## config.mk

```make
export PLATFORM = sky130hd
export DESIGN_NAME = alsArray
export DESIGN_NICKNAME = d
export VERILOG_FILES = /design/src/rtl/alsPkg.sv /design/src/rtl/sckGen.sv /design/src/rtl/alsReader.sv /design/src/rtl/lightAggregator.sv /design/src/rtl/alsArray.sv
export SDC_FILE = /design/constraint.sdc
export NUM_CORES = 1
export LEC_CHECK = 0
export BUFFER_PORTS_ARGS = -buffer_cell sky130_fd_sc_hd__buf_4
export CAP_MARGIN = 30
export CORE_UTILIZATION = 45
export CTS_BUF_LIST = sky130_fd_sc_hd__clkbuf_16
export CTS_CLUSTER_SIZE = 10
export DETAILED_ROUTE_END_ITERATION = 16
export REMOVE_ABC_BUFFERS = 1
export SYNTH_ARGS = -nofsm -noshare
export SYNTH_HDL_FRONTEND = slang
export SYNTH_SLANG_ARGS = --single-unit
```

## constraint.sdc

```tcl
create_clock -name clk -period 13.1 [get_ports clk]
set_input_delay 2.62 -clock clk [delete_from_list [all_inputs] [get_ports clk]]
set_output_delay 2.62 -clock clk [all_outputs]
set_load 0.02 [all_outputs]
```

## src/rtl/alsPkg.sv

```systemverilog
package alsPkg;

    // Sensor array size
    localparam int ChannelCount = 4;

    // Extra idle serial clock edges between two frames
    localparam int QueryDelay = 4;

    // Serial clock shape in clk cycles
    localparam int SckLowCycles  = 8;
    // High phase count includes the strobe cycle
    localparam int SckHighCycles = 8;
    localparam int SckCntWidth   = 3;

    // Frame layout in serial clock edges
    localparam int PrefixBits  = 3;
    localparam int DataBits    = 8;
    localparam int PostfixBits = 7;

    typedef logic [DataBits-1:0] lightT;
    typedef logic [$clog2(ChannelCount)-1:0] chanIdxT;

    // Wide enough for all channels at full scale
    typedef logic [DataBits+$clog2(ChannelCount)-1:0] lightSumT;

    typedef logic [7:0] frameCntT;

    typedef enum logic [1:0] {
        SckDown,
        SckEdge,
        SckUp
    } sckStateT;

    typedef enum logic [1:0] {
        RdIdle,
        RdPrefix,
        RdData,
        RdPostfix
    } readerStateT;

endpackage

```

## src/rtl/sckGen.sv

```systemverilog
`timescale 1ns/1ps

module sckGen import alsPkg::*; (
    input  logic clk,
    input  logic rst_n,
    output logic sck,
    output logic sckEdge
);

    sckStateT               state;
    sckStateT               stateNext;
    logic [SckCntWidth-1:0] cnt;
    logic [SckCntWidth-1:0] cntNext;

    always_ff @(posedge clk or negedge rst_n) begin
        if (!rst_n) begin
            state <= SckDown;
            cnt   <= '0;
        end else begin
            state <= stateNext;
            cnt   <= cntNext;
        end
    end

    // Low phase, one strobe cycle, then the rest of the high phase
    always_comb begin
        stateNext = state;
        cntNext   = cnt + 1'b1;
        case (state)
            SckDown: begin
                if (cnt == SckCntWidth'(SckLowCycles - 1)) begin
                    stateNext = SckEdge;
                    cntNext   = '0;
                end
            end
            SckEdge: begin
                stateNext = SckUp;
                cntNext   = '0;
            end
            SckUp: begin
                // Strobe cycle already spent one high cycle
                if (cnt == SckCntWidth'(SckHighCycles - 2)) begin
                    stateNext = SckDown;
                    cntNext   = '0;
                end
            end
            default: begin
                stateNext = SckDown;
                cntNext   = '0;
            end
        endcase
    end

    assign sck     = (state != SckDown);
    assign sckEdge = (state == SckEdge);

endmodule

```

## src/rtl/alsReader.sv

```systemverilog
`timescale 1ns/1ps

module alsReader import alsPkg::*; (
    input  logic  clk,
    input  logic  rst_n,
    input  logic  sckEdge,
    input  logic  sdo,
    output logic  cs,
    output lightT light,
    output logic  lightValid
);

    readerStateT state;
    readerStateT stateNext;
    frameCntT    cnt;
    frameCntT    cntNext;
    frameCntT    stateLast;
    lightT       shiftReg;
    logic        latchNow;

    // Final counter value of the current frame section
    always_comb begin
        case (state)
            RdIdle: begin
                // One edge more than the query delay
                stateLast = frameCntT'(QueryDelay);
            end
            RdPrefix: begin
                stateLast = frameCntT'(PrefixBits - 1);
            end
            RdData: begin
                stateLast = frameCntT'(DataBits - 1);
            end
            RdPostfix: begin
                stateLast = frameCntT'(PostfixBits - 1);
            end
            default: begin
                stateLast = '0;
            end
        endcase
    end

    // Section sequencing on serial clock edges only
    always_comb begin
        stateNext = state;
        cntNext   = cnt;
        if (sckEdge) begin
            if (cnt == stateLast) begin
                cntNext = '0;
                case (state)
                    RdIdle: begin
                        stateNext = RdPrefix;
                    end
                    RdPrefix: begin
                        stateNext = RdData;
                    end
                    RdData: begin
                        stateNext = RdPostfix;
                    end
                    default: begin
                        stateNext = RdIdle;
                    end
                endcase
            end else begin
                cntNext = cnt + 1'b1;
            end
        end
    end

    // Shift register is complete at the first postfix edge
    assign latchNow = sckEdge && (state == RdPostfix) && (cnt == '0);

    always_ff @(posedge clk or negedge rst_n) begin
        if (!rst_n) begin
            state      <= RdIdle;
            cnt        <= '0;
            light      <= '0;
            lightValid <= 1'b0;
        end else begin
            state      <= stateNext;
            cnt        <= cntNext;
            lightValid <= latchNow;
            if (latchNow) begin
                light <= shiftReg;
            end
        end
    end

    // MSB arrives first
    always_ff @(posedge clk) begin
        if (sckEdge && (state == RdData)) begin
            shiftReg <= {shiftReg[DataBits-2:0], sdo};
        end
    end

    // Chip select stays asserted for the whole prefix, data and postfix
    assign cs = (state == RdIdle);

endmodule

```

## src/rtl/lightAggregator.sv

```systemverilog
`timescale 1ns/1ps

module lightAggregator import alsPkg::*; (
    input  logic                    clk,
    input  logic                    rst_n,
    input  lightT                   light [ChannelCount],
    input  logic [ChannelCount-1:0] lightValid,
    output lightT                   averageLight,
    output chanIdxT                 brightest,
    output logic                    sampleValid
);

    logic [ChannelCount-1:0] fresh;
    logic [ChannelCount-1:0] freshNext;
    logic                    allFresh;
    lightSumT                lightSum;
    lightT                   maxLight;
    chanIdxT                 maxIdx;

    // Channels may report in any order and any cycle
    assign freshNext = fresh | lightValid;
    assign allFresh  = &freshNext;

    always_comb begin
        lightSum = '0;
        for (int i = 0; i < ChannelCount; i++) begin
            lightSum = lightSum + lightSumT'(light[i]);
        end
    end

    // Strict compare so a tie keeps the lower index
    always_comb begin
        maxLight = light[0];
        maxIdx   = '0;
        for (int i = 1; i < ChannelCount; i++) begin
            if (light[i] > maxLight) begin
                maxLight = light[i];
                maxIdx   = chanIdxT'(i);
            end
        end
    end

    always_ff @(posedge clk or negedge rst_n) begin
        if (!rst_n) begin
            fresh        <= '0;
            sampleValid  <= 1'b0;
            averageLight <= '0;
            brightest    <= '0;
        end else begin
            sampleValid <= allFresh;
            if (allFresh) begin
                // New round starts once the result is taken
                fresh        <= '0;
                averageLight <= lightT'(lightSum / ChannelCount);
                brightest    <= maxIdx;
            end else begin
                fresh <= freshNext;
            end
        end
    end

endmodule

```

## src/rtl/alsArray.sv

```systemverilog
`timescale 1ns/1ps

module alsArray import alsPkg::*; (
    input  logic                    clk,
    input  logic                    rst_n,
    input  logic [ChannelCount-1:0] sdo,
    output logic [ChannelCount-1:0] cs,
    output logic                    sck,
    output lightT                   channelLight [ChannelCount],
    output lightT                   averageLight,
    output chanIdxT                 brightest,
    output logic                    sampleValid
);

    logic                    sckEdge;
    logic [ChannelCount-1:0] lightValid;

    // Shared serial clock for all sensors
    sckGen i_sckGen (
        .clk     (clk),
        .rst_n   (rst_n),
        .sck     (sck),
        .sckEdge (sckEdge)
    );

    // One reader per sensor with its own chip select
    for (genvar g = 0; g < ChannelCount; g++) begin : genReader
        alsReader i_alsReader (
            .clk        (clk),
            .rst_n      (rst_n),
            .sckEdge    (sckEdge),
            .sdo        (sdo[g]),
            .cs         (cs[g]),
            .light      (channelLight[g]),
            .lightValid (lightValid[g])
        );
    end

    lightAggregator i_lightAggregator (
        .clk          (clk),
        .rst_n        (rst_n),
        .light        (channelLight),
        .lightValid   (lightValid),
        .averageLight (averageLight),
        .brightest    (brightest),
        .sampleValid  (sampleValid)
    );

endmodule

```

# After elaboration in Yosys (flattened, before gate mapping)

Index checks and enable logic that the tools add are counted.

Logic and storage cells: 112
Output and inout bits: 48
Bits in read-only memories: 0
Input port bits: 6
Bits in writable memories: 0
Memories: 0
Latch bits: 0
Bits in registers: 128

Bitwise gates (word level): 1
Reduce and logical (&&, ||, !) cells: 28
Shifts and indexed selects: 0
Multipliers: 0
Equal/unequal tests: 22
Order comparisons: 3
Divide/modulo/power cells: 0
Mux-type cells: 24
Add/subtract/negate cells: 8

Operator list:

| kind                | number |
|---|---|
| $pmux 8 s4          | 4 |
| $mux 8              | 6 |
| $add 8x1->8 const B | 4 |
| $eq 8x8->1          | 4 |
| $logic_not 8->1     | 4 |
| $pmux 2 s3          | 5 |
| $gt 8x8->1          | 3 |
| $add 10x8->10       | 2 |
| $eq 2x2->1 const B  | 9 |
| $logic_and 1x1->1   | 12 |
| $eq 2x1->1 const B  | 5 |
| $logic_not 2->1     | 5 |
| $reduce_and 2->1    | 5 |
| $add 8x8->9         | 1 |
| $mux 2              | 4 |
| $eq 3x3->1 const B  | 2 |
| $mux 3              | 2 |
| $pmux 3 s2          | 1 |
| $mux 4              | 1 |
| $ne 2x1->1 const B  | 2 |
| $or 4x4->4          | 1 |
| $reduce_and 4->1    | 1 |
| $add 3x1->3 const B | 1 |
| $reduce_bool 2->1   | 1 |
| $mux 1              | 1 |

# Logic depth before layout (Yosys ltp)

Depth after elaboration: 6
Gate-level depth with buffers: 23
Depth with buffers taken out: 22

# Cells and area by module

From an unflattened synthesis, not the netlist that was laid out.

Cells, all modules: 601
Area total of the unflattened synthesis: 7006.7 sq um

Modules (own cells, without submodules):

| module          | area each (sq um) | times used | cells an instance | seq. area each (sq um) |
|---|---|---|---|---|
| alsReader       | 1169.9            | 4          | 86                | 715.7 |
| lightAggregator | 2084.5            | 1          | 236               | 375.4 |
| sckGen          | 242.7             | 1          | 21                | 125.1 |

# Least setup slack after synthesis

Ideal clock, no wire load.

Kind: reg2reg
Start point: register genReader[0].i_alsReader.light[7]
End point: register i_lightAggregator.brightest[1]
Required time: 12.954 ns
Arrival time: 4.541 ns
Slack: 8.413 ns
Buffers on the path: 1
Setup time: 0.146 ns
Period minus slack after synthesis: 4.687 ns
Stages on the path, launching flop included: 21
Cells stage by stage: dfrtp_1 > inv_1 > ha_1 > nand4_1 > nor2_1 > nor2_1 > a221oi_1 > ha_1 > nor2b_1 > o211ai_1 > a21oi_1 > o22ai_1 > clkbuf_1 > mux2_2 > ha_1 > nor2b_1 > o211ai_1 > a21oi_1 > a2111oi_0 > o21bai_1 > a31oi_1

Longest elaborated chain between the ends: 6
Elaborated cells on any way between the ends: 7
Classes of those cells: order compare: 3; mux: 4

Ends and longest elaborated chain:

| item                   | line                  | RTL |
|---|---|---|
| start, declared        | alsReader.sv:9        | `output lightT light,` |
| start signal, assigned | alsReader.sv:84       | `light <= shiftReg;` |
| $gt 8x8->1             | lightAggregator.sv:36 | `if (light[i] > maxLight) begin` |
| $mux 8 *               | lightAggregator.sv:36 |  |
| $gt 8x8->1             | lightAggregator.sv:36 |  |
| $mux 8                 | lightAggregator.sv:36 |  |
| $gt 8x8->1             | lightAggregator.sv:36 |  |
| $mux 2 *               | lightAggregator.sv:36 |  |
| end signal, assigned   | lightAggregator.sv:55 | `brightest <= maxIdx;` |
| end, declared          | lightAggregator.sv:9  | `output chanIdxT brightest,` |

Every way passes the cells marked *; elsewhere a longest branch is shown, timed or not.
A chain may end at the register's enable or synchronous reset.

# Worst setup path in the final report

Start point: register genReader[0].i_alsReader.light[3]
End point: register i_lightAggregator.brightest[1]

Same word-level chain as after synthesis.

==> results.py <==
metrics = {
    "status": {
        "status": "completed",
    },
    "die": {
        "die_w_microns": 127,
        "rows": 45,
        "coreArea_sq_um": 15300,
        "dieArea_sq_um": 16200,
        "ioPinCount": 54,
        "start_util_pct": 46.2,
        "die_y_microns": 127,
    },
    "sta": {
        "period_minus_slack_ps": 5800,
        "fmax_mhz": 172,
        "finClkSkew_ps": 6.43,
        "rsz0062_at_grt": "no",
        "hold_viol": 0,
        "tightest_slew_ps": 969,
        "setup_viol": 0,
        "period_share_pct": 44.3,
        "setup_slack_ps": 7300,
        "slew-limit-headroom_pct": 35.0,
        "fin_hold_ws_ps": 442,
        "fin_tns_setup_ps": 0,
        "slew_violations": 0,
    },
    "power": {
        "power.density_nw_per_um2": 102,
        "p_leak_nw": 3.83,
        "ir_worst_vdd_uv": 87.6,
    },
    "global_route": {
        "grt_pass1_vias": 5073,
        "grt_overflow_total": 0,
        "grt_max_degree": 55,
        "antenna_found_initial": 0,
        "grt_pass1_wl_microns": 24800,
        "grt_use_total_pct": 19.8,
    },
    "drt": {
        "vias": 4853,
        "route.detailed.drc": 0,
        "wl_met1_microns": 6490,
        "dr.pass1.iters": 4,
        "wl_met3_microns": 484,
        "via_per_inst": 5.25,
        "wl_per_cell_microns": 15.9,
        "highest_layer": "met4",
        "finalWirelength_microns": 14700,
        "dr_wl_met2_microns": 7400,
        "antenna_left": 0,
        "drt_iter0_markers": 327,
    },
    "worst_setup_path": {
        "crit_type": "register to register",
        "ff2ff_setup_slack_ps": 7300,
        "cp_max_fo": 11,
        "path_buf_inv": 1,
        "critPathMaxStageDelay_ps": 670,
        "crit_family": "compound AO/OA/AOI/OAI gates",
        "r2r-start": "genReader[0].i_alsReader.light[3]$_DFFE_PN0P_",
        "arrival_ps": 6050,
        "crit_chain": "inv_1, ha_1, nand4_1, nor2_1, nor2_1, a221oi_1, ha_1, nor2b_1, o211ai_1, a21oi_1, o22ai_1, mux2_2, ha_1, nor2b_1, o211ai_1, a21oi_1, a2111oi_0, o21bai_1, a31oi_1",
        "crit_slowest_cell": "o22ai_1",
        "critPathLaunch": "genReader[0].i_alsReader.light[3]$_DFFE_PN0P_",
        "start_kind": "register",
        "worst_path_most_repeated_cell": "ha_1",
        "critPathCaptureType": "register",
        "required_ps": 13340,
    },
    "synth": {
        "syn_inst": 644,
        "synth_top_area_share_pct": 34.1,
        "syn_area_sq_um": 7050,
        "synthTopCellsByArea": "dfrtp_1 (34%), edfxtp_1 (14%), ha_1 (13%)",
        "synth_seq_cells": 128,
        "synth_edf_count": 32,
        "ys.flop_type": "dfrtp_1",
        "yosysSeqAreaShare_pct": 47.7,
        "synth_largest_area_cell": "dfrtp_1",
        "synthArstFlopShare_pct": 75.0,
        "ys_warn_count": 0,
        "syn_area_per_cell_sq_um": 10.9,
        "ys_types": 56,
    },
    "clock_tree": {
        "worstSkewPairLatency_ps": 410,
        "hold_buffers": 0,
        "cts.sinks": 128,
        "cts_resized": 0,
        "post-cts-setup-buffer-count": 0,
        "path_clk_slew_ps": 60,
        "cts_buffer_depth": 2,
        "cts_tree": "done",
        "cts_made_buffers": 17,
        "root_buffer": "clkbuf_16",
        "htreeDepth": 4,
    },
    "cells_and_area": {
        "nNetsFinal": 789,
        "drive_above_1_share_pct": 15.0,
        "insertedDiodeCount": 0,
        "utilization_pct": 53.4,
        "syn_to_final_growth_pct": 15.5,
    },
    "min_path": {
        "min_from": "genReader[3].i_alsReader.shiftReg[3]$_DFFE_PP_",
        "hold_class": "register to register",
    },
    "place": {
        "numPortBuffers": 53,
        "dp_worst_setup_slack_ps": 7380,
        "hpwl_microns": 10800,
        "place_congestion": 0.907,
    },
    "run": {
        "drv_cap": 0,
    },
}
[synth_stat cells (all sizes together) (2+ instances only)]
cell type and instances:
nand2 54, a2111oi 3, o21ai 39, ha 74, buf 9, o31ai 3, edfxtp 32, inv 70
xor2 23, or2 2, nand3 15, a22o 3, nor2b 8, nor2 37, o21a 2, a221oi 8
a31oi 2, nand2b 2, a211oi 3, o22ai 2, and4 3, o221ai 2, and3 6, or3 5
clkbuf 9, o21bai 7, mux2 18, a32o 7, nor3 12, o211ai 3, xnor2 22, dfrtp 96
fa 9, or4 5, and2 4, mux2i 4, nand4 14, a21oi 16, nor4 2
[kinds of logic (layout without fill, tap and decap cells)]
group                    count (synthesis)  in the layout  share of synthesized area (%)
AO/OA/AOI/OAI                          107            107                           10.1
flip-flops                             128            128                           47.7
AND/OR/NAND/NOR                        171            171                           12.3
buffers and inverters                   88            157                           5.15
XOR/XNOR                                45             45                           5.59
multiplexers                            22             22                           3.44
adder cells (fa/ha/maj)                 83             83                           15.7
[final cells by class]
class	count	area (sq um)
timing repair buffer	55	413
clock inverter	15	90.1
multi-input combinational	428	3330
clock buffer	17	425
sequential	128	3360
inverter	70	263
fill	1356	7110
tap	211	264
[sequential cells by signal, summed over array words and instances, names as in the netlist]
register                          flops
genReader.i_alsReader.lightValid      4
i_sckGen.cnt                          3
i_sckGen.state                        2
genReader.i_alsReader.cnt            32
i_lightAggregator.fresh               4
i_lightAggregator.brightest           2
i_lightAggregator.averageLight        8
genReader.i_alsReader.light          32
i_lightAggregator.sampleValid         1
genReader.i_alsReader.shiftReg       32
genReader.i_alsReader.state           8
[placed cells by master, fill, tap and decap left out, drive strengths merged, types with 8 or more instances in the layout]
cell / instances
a21oi: 16
a221oi: 8
buf: 55
clkbuf: 17
clkinv: 9
dfrtp: 96
edfxtp: 32
fa: 9
ha: 74
inv: 75
mux2: 18
nand2: 54
nand3: 15
nand4: 14
nor2: 37
nor2b: 8
nor3: 12
o21ai: 39
xnor2: 22
xor2: 23
[worst paths after layout]
| path | end | cells past startpoint |
|---|---|---|
| max | i_lightAggregator.brightest[1]$_DFFE_PN0P_ | 19 |
| min in group asynchronous | genReader[1].i_alsReader.light[7]$_DFFE_PN0P_ | 1 |
| max reg2reg | i_lightAggregator.brightest[1]$_DFFE_PN0P_ | 19 |
| min | genReader[3].i_alsReader.shiftReg[4]$_DFFE_PP_ | 0 |
| max in group asynchronous | genReader[2].i_alsReader.cnt[7]$_DFFE_PN0P_ | 2 |
| min reg2reg | genReader[3].i_alsReader.shiftReg[4]$_DFFE_PP_ | 0 |
[where the power goes]
group / total, mW / switching, mW / internal (mW) / leakage, nW
Sequential: 0.408 / 0 / 0.408 / 1.58
Combinational: 0.00716 / 0.00604 / 0.00112 / 1.97
Clock: 0.418 / 0.166 / 0.252 / 0.278
[per-stage QoR]
step | cell area [sq um] | power (mW) | cells
final | 8140 | 0.833 | 924
after global routing | 8140 | 0.861 | 924
after CTS | 8140 | 0.842 | 924
after detailed placement | 7630 | 0.423 | 892
after global placement | 7630 | 0.423 | 892
after floorplan | 6950 | 0.415 | 626
[metal layers]
| metal | track usage (%) | up-vias |
|---|---|---|
| met5 | 0 | - |
| met4 | 8.40 | 0 |
| met3 | 4.27 | 22 |
| met2 | 34.9 | 76 |
| met1 | 23.5 | 2402 |
| li1 | - | 2353 |
(Power assumes the default switching activity.)
